**config.mk**
```make
export PLATFORM = sky130hd
export DESIGN_NAME = cpuCore
export DESIGN_NICKNAME = d
export VERILOG_FILES = /design/src/isaPkg.sv /design/src/corePkg.sv /design/src/registerFile.sv /design/src/alu.sv /design/src/decoder.sv /design/src/cpuCore.sv
export SDC_FILE = /design/constraint.sdc
export NUM_CORES = 1
export LEC_CHECK = 0
export ABC_CLOCK_PERIOD_IN_PS = 9200
export BUFFER_PORTS_ARGS = -buffer_cell sky130_fd_sc_hd__clkbuf_2
export CORE_ASPECT_RATIO = 0.6
export CORE_MARGIN = 2
export CORE_UTILIZATION = 24
export DETAILED_ROUTE_END_ITERATION = 7
export HOLD_SLACK_MARGIN = 0.12
export PLACE_DENSITY = 0.44
export SLEW_MARGIN = 0
export SYNTH_ARGS = -nofsm -noshare
export SYNTH_HDL_FRONTEND = slang
export SYNTH_HIERARCHICAL = 1
export SYNTH_SLANG_ARGS = --single-unit
```
**constraint.sdc**
```tcl
create_clock -name clk -period 9.2 [get_ports clk]
set_input_delay 0.92 -clock clk [delete_from_list [all_inputs] [get_ports clk]]
set_output_delay 0.92 -clock clk [all_outputs]
set_load 0.05 [all_outputs]
```
**src/isaPkg.sv**
```systemverilog
`default_nettype none

package isaPkg;

	// Field layout of a 16-bit instruction word
	localparam int OpcodeMsb = 15;
	localparam int DstMsb = 11;
	localparam int SrcMsb = 7;
	localparam int FieldWidth = 4;

	// Immediate sits in the low byte over the source field
	localparam int ImmWidth = 8;

	typedef enum logic [FieldWidth-1:0] {
		NOP  = 4'h0,
		ADD  = 4'h1,
		SUB  = 4'h2,
		AND  = 4'h3,
		OR   = 4'h4,
		XOR  = 4'h5,
		SHR  = 4'h6,
		MOV  = 4'h7,
		LDI  = 4'h8,
		LD   = 4'h9,
		ST   = 4'hA,
		JMP  = 4'hB,
		JR   = 4'hC,
		BZ   = 4'hD,
		BC   = 4'hE,
		HALT = 4'hF
	} opcodeT;

endpackage

`default_nettype wire

```
**src/corePkg.sv**
```systemverilog
`default_nettype none

package corePkg;

	localparam int DataWidth = 16;
	localparam int AddrWidth = 16;
	localparam int RegCount = 16;
	localparam int RegIdxWidth = $clog2(RegCount);

	typedef enum logic [1:0] {
		FETCH,
		EXEC,
		MEMACC,
		HALTED
	} stateT;

	// Next PC source
	typedef enum logic [1:0] {PC_INCR, PC_IMM, PC_REG} pcSelT;

	// Register write-back source
	typedef enum logic [1:0] {WB_ALU, WB_IMM, WB_SRC, WB_MEM} wbSelT;

endpackage

`default_nettype wire

```
**src/registerFile.sv**
```systemverilog
`timescale 1ns/1ps
`default_nettype none

module registerFile (
	input wire logic clk,
	input wire logic rst,
	input wire logic we,
	input wire logic [corePkg::RegIdxWidth-1:0] dstIdx,
	input wire logic [corePkg::RegIdxWidth-1:0] srcIdx,
	input wire logic [corePkg::DataWidth-1:0] writeData,
	output logic [corePkg::DataWidth-1:0] dstData,
	output logic [corePkg::DataWidth-1:0] srcData
);

	logic [corePkg::DataWidth-1:0] regs [corePkg::RegCount];

	// Single write port addressed by the destination index
	always_ff @(posedge clk or posedge rst) begin
		if (rst) begin
			for (int i = 0; i < corePkg::RegCount; i++) begin
				regs[i] <= '0;
			end
		end else if (we) begin
			regs[dstIdx] <= writeData;
		end
	end

	// Both reads are asynchronous
	always_comb begin
		dstData = regs[dstIdx];
		srcData = regs[srcIdx];
	end

endmodule

`default_nettype wire

```
**src/alu.sv**
```systemverilog
`timescale 1ns/1ps
`default_nettype none

module alu (
	input wire logic clk,
	input wire logic rst,
	input wire isaPkg::opcodeT op,
	input wire logic flagEn,
	input wire logic [corePkg::DataWidth-1:0] a,
	input wire logic [corePkg::DataWidth-1:0] b,
	output logic [corePkg::DataWidth-1:0] result,
	output logic cFlag,
	output logic zFlag
);

	// Top bit carries the carry, borrow or shifted-out bit
	logic [corePkg::DataWidth:0] wide;
	logic carryNext;
	logic zeroNext;

	always_comb begin
		case (op)
			isaPkg::ADD: begin
				wide = {1'b0, a} + {1'b0, b};
			end
			isaPkg::SUB: begin
				wide = {1'b0, a} - {1'b0, b};
			end
			isaPkg::AND: begin
				wide = {1'b0, a & b};
			end
			isaPkg::OR: begin
				wide = {1'b0, a | b};
			end
			isaPkg::XOR: begin
				wide = {1'b0, a ^ b};
			end
			isaPkg::SHR: begin
				wide = {a[0], 1'b0, a[corePkg::DataWidth-1:1]};
			end
			default: begin
				wide = {1'b0, b};
			end
		endcase
	end

	assign result = wide[corePkg::DataWidth-1:0];
	assign carryNext = wide[corePkg::DataWidth];
	assign zeroNext = (result == '0);

	always_ff @(posedge clk or posedge rst) begin
		if (rst) begin
			cFlag <= 1'b0;
			zFlag <= 1'b0;
		end else if (flagEn) begin
			cFlag <= carryNext;
			zFlag <= zeroNext;
		end
	end

endmodule

`default_nettype wire

```
**src/decoder.sv**
```systemverilog
`timescale 1ns/1ps
`default_nettype none

module decoder (
	input wire logic [corePkg::DataWidth-1:0] instruction,
	input wire logic cFlag,
	input wire logic zFlag,
	output isaPkg::opcodeT op,
	output logic [corePkg::RegIdxWidth-1:0] dstIdx,
	output logic [corePkg::RegIdxWidth-1:0] srcIdx,
	output logic [corePkg::DataWidth-1:0] imm,
	output logic regWe,
	output logic flagEn,
	output corePkg::wbSelT wbSel,
	output corePkg::pcSelT pcSel,
	output logic memRead,
	output logic memWrite,
	output logic halt
);

	assign op = isaPkg::opcodeT'(instruction[isaPkg::OpcodeMsb -: isaPkg::FieldWidth]);
	assign dstIdx = instruction[isaPkg::DstMsb -: isaPkg::FieldWidth];
	assign srcIdx = instruction[isaPkg::SrcMsb -: isaPkg::FieldWidth];
	assign imm = {{(corePkg::DataWidth - isaPkg::ImmWidth){1'b0}},
		instruction[isaPkg::ImmWidth-1:0]};

	always_comb begin
		regWe = 1'b0;
		flagEn = 1'b0;
		wbSel = corePkg::WB_ALU;
		pcSel = corePkg::PC_INCR;
		memRead = 1'b0;
		memWrite = 1'b0;
		halt = 1'b0;
		case (op)
			isaPkg::ADD, isaPkg::SUB, isaPkg::AND, isaPkg::OR, isaPkg::XOR, isaPkg::SHR: begin
				regWe = 1'b1;
				flagEn = 1'b1;
			end
			isaPkg::MOV: begin
				regWe = 1'b1;
				wbSel = corePkg::WB_SRC;
			end
			isaPkg::LDI: begin
				regWe = 1'b1;
				wbSel = corePkg::WB_IMM;
			end
			isaPkg::LD: begin
				regWe = 1'b1;
				wbSel = corePkg::WB_MEM;
				memRead = 1'b1;
			end
			isaPkg::ST: memWrite = 1'b1;
			isaPkg::JMP: pcSel = corePkg::PC_IMM;
			isaPkg::JR: pcSel = corePkg::PC_REG;
			// Conditional branches fall through when the flag is clear
			isaPkg::BZ: pcSel = zFlag ? corePkg::PC_IMM : corePkg::PC_INCR;
			isaPkg::BC: pcSel = cFlag ? corePkg::PC_IMM : corePkg::PC_INCR;
			isaPkg::HALT: halt = 1'b1;
			default: begin
			end
		endcase
	end

endmodule

`default_nettype wire

```
**src/cpuCore.sv**
```systemverilog
`timescale 1ns/1ps
`default_nettype none

module cpuCore (
	input wire logic clk,
	input wire logic rst,
	output logic cyc,
	output logic stb,
	output logic we,
	output logic [corePkg::AddrWidth-1:0] adr,
	output logic [corePkg::DataWidth-1:0] datOut,
	input wire logic [corePkg::DataWidth-1:0] datIn,
	input wire logic ack,
	output logic halted
);

	corePkg::stateT state;
	logic [corePkg::AddrWidth-1:0] pc;
	logic [corePkg::AddrWidth-1:0] nextPc;
	logic [corePkg::DataWidth-1:0] instr;

	isaPkg::opcodeT op;
	logic [corePkg::RegIdxWidth-1:0] dstIdx;
	logic [corePkg::RegIdxWidth-1:0] srcIdx;
	logic [corePkg::DataWidth-1:0] imm;
	logic regWe;
	logic flagEn;
	corePkg::wbSelT wbSel;
	corePkg::pcSelT pcSel;
	logic memRead;
	logic memWrite;
	logic halt;

	logic [corePkg::DataWidth-1:0] dstData;
	logic [corePkg::DataWidth-1:0] srcData;
	logic [corePkg::DataWidth-1:0] writeData;
	logic [corePkg::DataWidth-1:0] aluResult;
	logic cFlag;
	logic zFlag;
	logic regWrite;
	logic flagWrite;
	logic loadDone;

	decoder decoder_i (
		.instruction(instr),
		.cFlag(cFlag),
		.zFlag(zFlag),
		.op(op),
		.dstIdx(dstIdx),
		.srcIdx(srcIdx),
		.imm(imm),
		.regWe(regWe),
		.flagEn(flagEn),
		.wbSel(wbSel),
		.pcSel(pcSel),
		.memRead(memRead),
		.memWrite(memWrite),
		.halt(halt)
	);

	registerFile registerFile_i (
		.clk(clk),
		.rst(rst),
		.we(regWrite),
		.dstIdx(dstIdx),
		.srcIdx(srcIdx),
		.writeData(writeData),
		.dstData(dstData),
		.srcData(srcData)
	);

	alu alu_i (
		.clk(clk),
		.rst(rst),
		.op(op),
		.flagEn(flagWrite),
		.a(dstData),
		.b(srcData),
		.result(aluResult),
		.cFlag(cFlag),
		.zFlag(zFlag)
	);

	// Loads write back only when the data transfer completes
	assign loadDone = (state == corePkg::MEMACC) && cyc && ack && memRead;
	assign regWrite = ((state == corePkg::EXEC) && regWe && !memRead) || loadDone;
	assign flagWrite = (state == corePkg::EXEC) && flagEn;
	assign stb = cyc;
	assign halted = (state == corePkg::HALTED);

	always_comb begin
		case (wbSel)
			corePkg::WB_IMM: writeData = imm;
			corePkg::WB_SRC: writeData = srcData;
			corePkg::WB_MEM: writeData = datIn;
			default: writeData = aluResult;
		endcase
		case (pcSel)
			corePkg::PC_IMM: nextPc = imm;
			corePkg::PC_REG: nextPc = srcData;
			default: nextPc = pc + 1'b1;
		endcase
	end

	always_ff @(posedge clk or posedge rst) begin
		if (rst) begin
			state <= corePkg::FETCH;
			pc <= '0;
			cyc <= 1'b0;
			we <= 1'b0;
			adr <= '0;
		end else begin
			case (state)
				corePkg::FETCH: begin
					if (!cyc) begin
						cyc <= 1'b1;
						we <= 1'b0;
						adr <= pc;
					end else if (ack) begin
						cyc <= 1'b0;
						state <= corePkg::EXEC;
					end
				end
				corePkg::EXEC: begin
					if (halt) begin
						state <= corePkg::HALTED;
					end else if (memRead || memWrite) begin
						// ST addresses through dst and LD through src
						cyc <= 1'b1;
						we <= memWrite;
						adr <= memWrite ? dstData : srcData;
						state <= corePkg::MEMACC;
					end else begin
						// Next fetch starts straight away
						pc <= nextPc;
						cyc <= 1'b1;
						we <= 1'b0;
						adr <= nextPc;
						state <= corePkg::FETCH;
					end
				end
				corePkg::MEMACC: begin
					if (ack) begin
						cyc <= 1'b0;
						we <= 1'b0;
						pc <= pc + 1'b1;
						state <= corePkg::FETCH;
					end
				end
				default: begin
					cyc <= 1'b0;
				end
			endcase
		end
	end

	always_ff @(posedge clk) begin
		if ((state == corePkg::FETCH) && cyc && ack) begin
			instr <= datIn;
		end
		if ((state == corePkg::EXEC) && memWrite) begin
			datOut <= srcData;
		end
	end

endmodule

`default_nettype wire

```
# Yosys cells after proc, flatten, opt, wreduce, memory -nomap -nowiden
# Cells that the tools add are included.
# Widths: inputs -> output; s select.
dict set report totals {
  regBits 326
  inputBits 19
  out_inout_bits 36
  word_cells 135
}
dict set report op_classes {
  eq_ne 29
  add_sub_neg 3
  mux 45
  n_reduce_logical 25
  n_bitwise 5
  n_lt_le_gt_ge 3
}
# op n
set ops {}
lappend ops {{$bwmux 256} 1}
lappend ops {{$mux 16} 12}
lappend ops {{$bmux 16 s4} 2}
lappend ops {{$pmux 17 s6} 1}
lappend ops {{$pmux 16 s2} 3}
lappend ops {{$demux 16 s4} 1}
lappend ops {{$pmux 16 s3} 1}
lappend ops {{$eq 4x4->1 const B} 8}
lappend ops {{$add 16x16->17} 1}
lappend ops {{$sub 16x16->17} 1}
lappend ops {{$add 16x1->16 const B} 1}
lappend ops {{$and 16x16->16} 1}
lappend ops {{$eq 4x3->1 const B} 4}
lappend ops {{$logic_not 16->1} 1}
lappend ops {{$or 16x16->16} 1}
lappend ops {{$xor 16x16->16} 1}
lappend ops {{$mux 1} 14}
lappend ops {{$ne 2x2->1 const B} 6}
lappend ops {{$pmux 2 s3} 2}
lappend ops {{$reduce_and 4->1} 3}
lappend ops {{$eq 2x2->1 const B} 5}
lappend ops {{$ge 5x5->1 const B} 2}
lappend ops {{$logic_and 1x1->1} 10}
lappend ops {{$mux 2} 5}
lappend ops {{other kinds (16)} 23}

# Depth between registers and ports, before layout
dict set report logic_depth {
  depth_word 8
  mapped_depth 25
  ltp_nobuf 19
}

# By module
# The synthesis kept the hierarchy.
# mod seq_area_each_um2 area_per_inst_um2 cells_each instances
set by_module_without_submodules {}
lappend by_module_without_submodules {registerFile 6406.1 13345.3 849 1}
lappend by_module_without_submodules {cpuCore 1861.8 4380.5 429 1}
lappend by_module_without_submodules {alu 50.0 2702.6 392 1}
lappend by_module_without_submodules {decoder 0.0 366.6 51 1}

# Worst setup path after synthesis
# No wires, ideal clock.
dict set report synth_path {
  path_type {reg2reg}
  startpoint {reg instr[4] in the netlist's numbering}
  endpoint {reg registerFile_i/regs[47] in the netlist's numbering}
  arrival_time_ns 5.329
  t_required_ns 9.075
  period_less_slack_ns 5.454
  setup_time_ns 0.125
  setup_slack_ns 3.746
  n_path_buf 5
  stages_incl_launch_ff 25
  path_cell_list {edfxtp_1 -> buf_4 -> buf_2 -> buf_2 -> mux4_2 -> a22oi_1 -> nand2_1 -> inv_1 -> ha_1 -> nand2_1 -> nor3_1 -> nor2_1 -> xnor2_1 -> ha_1 -> o21a_1 -> o21a_1 -> nand2_1 -> o211a_1 -> o31ai_1 -> xor2_1 -> o221a_2 -> buf_4 -> mux4_2 -> clkbuf_1 -> mux2_2}
}
dict set report synth_via {
  elab_chain_len 8
  elab_cells_between_ends 12
  cone_classes {add/sub: 2; mux: 6; bitwise: 4}
}
# element line
set synth_rtl {}
lappend synth_rtl {{start: declaration} cpuCore.sv:20} ;# logic [corePkg::DataWidth-1:0] instr;
lappend synth_rtl {{start signal: assignment} cpuCore.sv:159} ;# instr <= datIn;
lappend synth_rtl {{$not 4->5 (implied by the code) (*)} registerFile.sv:31} ;# srcData = regs[srcIdx];
lappend synth_rtl {{$bmux 16 s4 (*)} registerFile.sv:31}
lappend synth_rtl {{$mux 16 (implied by the code) (*) (2 in a row)} registerFile.sv:31}
lappend synth_rtl {{net srcData (one bit)} cpuCore.sv:35} ;# logic [corePkg::DataWidth-1:0] srcData;
lappend synth_rtl {{$sub 16x16->17 or $add 16x16->17 (tied branches)} {alu.sv:27, alu.sv:24}}
lappend synth_rtl {{$pmux 17 s6 (*)} alu.sv:22} ;# case (op)
lappend synth_rtl {{net alu_i.wide (one bit)} alu.sv:17} ;# logic [corePkg::DataWidth:0] wide;
lappend synth_rtl {{$pmux 16 s3 (*)} cpuCore.sv:92} ;# case (wbSel)
lappend synth_rtl {{net writeData (one bit)} cpuCore.sv:36} ;# logic [corePkg::DataWidth-1:0] writeData;
lappend synth_rtl {{$bwmux 256 (*)} registerFile.sv:24} ;# regs[dstIdx] <= writeData;
lappend synth_rtl {{end signal: indexed assignment} registerFile.sv:24}
lappend synth_rtl {{end: declaration} registerFile.sv:15} ;# logic [corePkg::DataWidth-1:0] regs [corePkg::RegCount];
# The timed path passes the listed nets; every way through them passes the cells marked *. The select of a mux whose other input is x is not followed.
# A chain may end at the register's enable or synchronous reset.

# Worst setup path in the final report
dict set report layout_path {
  startpoint {reg instr[5] in the netlist's numbering}
  endpoint {reg registerFile_i/regs[29] in the netlist's numbering}
}
dict set report layout_via {
  elab_chain_len 8
  elab_cells_between_ends 12
  cone_classes {add/sub: 2; mux: 6; bitwise: 4}
}
# element line
set layout_rtl {}
lappend layout_rtl {{$not 4->5 (implied by the code) (*)} registerFile.sv:31}
lappend layout_rtl {{$bmux 16 s4 (*)} registerFile.sv:31}
lappend layout_rtl {{$mux 16 (implied by the code) (*) (2 in a row)} registerFile.sv:31}
lappend layout_rtl {{net srcData (one bit)} cpuCore.sv:35}
lappend layout_rtl {{$sub 16x16->17 or $add 16x16->17 (tied branches)} {alu.sv:27, alu.sv:24}}
lappend layout_rtl {{$pmux 17 s6 (*)} alu.sv:22}
lappend layout_rtl {{net aluResult (one bit)} cpuCore.sv:37} ;# logic [corePkg::DataWidth-1:0] aluResult;
lappend layout_rtl {{$pmux 16 s3 (*)} cpuCore.sv:92}
lappend layout_rtl {{net writeData (one bit)} cpuCore.sv:36}
lappend layout_rtl {{$bwmux 256 (*)} registerFile.sv:24}
# Marks and branches as above.

==> summary.md <==
| Metric | Value |
|---|---|
| Status | complete, no violations |
| Maximum vdd drop | between 0.15 and 0.2 mV |
| WS Path Type | reg -> reg |
| Initial antenna violation count | 2 |
| Most frequent CP cell | mux4_2 |
| Num CTS Buffers | 35 |
| Fin nets | 1,741 |
| Worst-path fanout max | 44 |
| Crit end category | register |
| Final Cycle Share | 0.7530 |
| Worst-Margin Slew | approximately 1200 ps |
| Min-delay worst type | in -> async |
| Warnings, synthesis | 6 |
| Seq cells post-synth | between 300 and 400 |
| Crit path cell chain | buf_4, mux4_2, a22oi_1, nand2_1, inv_1, nand4_1, o41a_1, xnor2_1, ha_1, and3_1, a32oi_1, o211a_1, o21ai_1, nor3b_1, o32a_1, mux4_2, mux2_2 |
| RR Endpoint | registerFile_i/regs[29]$_DFFE_PP0P_ |
| RR Startpoint | instr[5]$_DFFE_PP_ |
| Final hold violation count | 0 |
| Site row count | 83 |
| CP max-delay cell | edfxtp_1 |
| Max_cap viols | 0 |
| Fmax | around 0.14 GHz |
| # setup viols final | 0 |
| Min cycle time layout | slightly below 7000 ps |
| 1st-pass router iterations | 5 |
| Post-Route WL | roughly 74,000 µm |
| Port bufs | 54 |
| Max-slew headroom | 0.1776 |
| Worst setup margin | roughly 2300 ps |
| RSZ-0062 raised after global routing | false |
| Most frequent cells in the layout | 294 x dfrtp_1, 259 x mux2_2, 144 x mux4_2 |
| PD cells | around 360 nW/µm² |
| Leak | 9.495 nW |
| Cts repair resizes | 0 |
| 1st-iter DRT viols | approximately 1,600 |
| Post-DP HPWL | 49,320 µm |
| Non-Filler Instances | roughly 2,800 |
| Post-synth EDFFs | 32 |
| Clk_lat worst skew | ~560 ps |
| CTS tree | done |
| Gr ovfl total | 0 |
| Slew Viols, Final | 0 |
| Power Total | around 0.0084 W |
| Die W | approximately 380 µm |
| Clock Sinks | 326 |
| Worst R2R Path Depth | 17 |
| Crit path largest cell delay | between 1000 and 1500 ps |
| Avg Vias per Cell | about 5.4 |
| Die ar. | 89,090 µm² |
| Ys flop type | dfrtp_1 |
| IO Pins | 55 |
| Async set-reset flop share out of synthesis | 0.9018 |
| Number of global-route vias before repair | about 15,000 |
| Hold_buf cts | 0 |
| Antenna viol nets, final | 0 |
| Initial Util | 0.2427 |
| Pin count of the biggest net entering global routing | between 100 and 150 |
| Crit path DAT | 7360 ps |
| Area of the mapped netlist | 20,790 µm² |
| Synth unique cells | between 90 and 100 |
| H-Tree Level Count | 2 |
| Filler cells | about 9,000 |
| Mapped Avg Cell Area | ~12 µm² |
| Placeable Area | about 86,000 µm² |
| Final GP Congestion | approximately 0.9 |
| First-pass GRT wire length | about 110,000 µm |
| Crit start category | register |
| DP Cell Count | about 2,800 |
| Post-route DRC | 0 |
| CTS max path bufs | 3 |
| Worst-path clk slew | around 80 ps |
| Commonest non-fill, non-tap cell in the layout | dfrtp_1 |
| Clk_skew | between 20 and 25 ps |
| Setup tns final | 0 ps |
| Cells after Synth | between 1,500 and 2,000 |
| CTS root buffer | clkbuf_16 |
| Post CTS Setup Buffer Count | 0 |
| Area Overhead vs Synth | 10.73% |
| GRT Total Usage | 0.1638 |
| Via count | 15,370 |
| Die boundary height | 232.0 µm |
| Per-cell routed wire length | 25.98 µm |
| Reg2reg setup slack | between 2000 and 2500 ps |
| Worst hold margin | slightly above 300 ps |
| Place WS | 2396 ps |
| Share of cells above drive strength 1 | 0.3522 |
| Critical Path RT | 9640 ps |
| Register area share after synthesis | 0.4000 |
## cell type report
type | instances | area, µm² | area share
well taps | 1147 | 1435 | 0.06232
clock inverters | 9 | 61.31 | 0.002662
repair buffers | 95 | 590.6 | 0.02565
multi-input cells | 1153 | 11340 | 0.4923
inverters | 58 | 225.2 | 0.009780
clock buffers | 54 | 1059 | 0.04597
flip-flops and latches | 326 | 8318 | 0.3612
diodes | 1 | 2.502 | 0.0001087
## flip-flops by register name (all words and copies together), names as in the netlist
| signal | cells |
|---|---|
| pc | 16 |
| state | 2 |
| alu_i/zFlag | 1 |
| adr | 16 |
| registerFile_i/regs | 256 |
| alu_i/cFlag | 1 |
| cyc | 1 |
| instr | 16 |
| we | 1 |
| datOut | 16 |
## worst max-delay path, delay by kind of cell (launching register included)
kind	cells	cell delay (ps)
xor gates and xnor gates	1	150
muxes	3	1590
adders and majority gates	1	370
and+or+nand+nor	4	940
buffers and inverters	2	970
DFF	1	1130
AOI/OAI and AO/OA	6	1590
## cell usage after synthesis, types with 13 or more instances
cell type | number | area, µm²
dfrtp_1 | 294 | 7357
mux2_2 | 259 | 2917
mux4_2 | 144 | 3243
nand2_1 | 107 | 401.6
a22oi_1 | 73 | 548.0
clkbuf_1 | 61 | 229.0
buf_2 | 59 | 295.3
buf_4 | 57 | 427.9
inv_1 | 57 | 214.0
o21ai_0 | 54 | 270.3
ha_1 | 52 | 650.6
nor2_1 | 49 | 183.9
a21oi_1 | 44 | 220.2
nor3_1 | 33 | 165.2
edfxtp_1 | 32 | 960.9
nand3_1 | 21 | 105.1
xnor2_1 | 19 | 166.4
a31oi_1 | 18 | 112.6
nand2b_1 | 18 | 112.6
o211ai_1 | 17 | 127.6
a221oi_1 | 13 | 113.9
## per-layer routing
metal  track usage  part of all wire  vias up  wire (µm)
met5             0                 0        -          0
met4       0.03542             0.020        0       1488
met3       0.05341              0.10      103       7619
met2        0.2170              0.40      693      29200
met1        0.2515              0.48     8138      35570
li1              -                 -     6440          -
## cells by family (layout without fill, tap and decap cells)
family	Yosys count	in the layout	share of synthesized area
mux	410	410	0.2996
compound gates	335	335	0.1171
simple gates	324	324	0.08093
buf+inv	249	216	0.06029
fa+ha+maj	53	53	0.03225
flops	326	326	0.4000
xor+xnor	23	23	0.009687
other cells	1	9	0.0001803
## worst max-delay path by stage
stage                                            to  cells past startpoint  slack [ps]          startpoint
2_1_floorplan    registerFile_i/regs[0]$_DFFE_PP0P_                      1        1240                 rst
3_5_place_dp    registerFile_i/regs[28]$_DFFE_PP0P_                     16        2400  instr[5]$_DFFE_PP_
3_3_place_gp   registerFile_i/regs[111]$_DFFE_PP0P_                     17        2400  instr[5]$_DFFE_PP_
6_report        registerFile_i/regs[29]$_DFFE_PP0P_                     17        2270  instr[5]$_DFFE_PP_
4_1_cts        registerFile_i/regs[204]$_DFFE_PP0P_                     16        2370  instr[5]$_DFFE_PP_
5_1_grt         registerFile_i/regs[78]$_DFFE_PP0P_                     18        1860  instr[4]$_DFFE_PP_
## where the power goes
part           leakage, nW  total (W)  switching [W]  internal [W]
Combinational         4.69    0.00460        0.00277       0.00182
Sequential            4.25    0.00236       0.000423       0.00193
Clock                0.553    0.00144       0.000643      0.000796
Total                 9.49    0.00839        0.00384       0.00455
## metrics by stage
step                      utilization  cell area, µm²
after floorplan                     -           20820
final                          0.2688           23030
after detailed placement       0.2557           21900
after CTS                      0.2687           23020
after global placement         0.2557           21900
after global routing           0.2688           23030
Power figures use the tool's default switching activity.
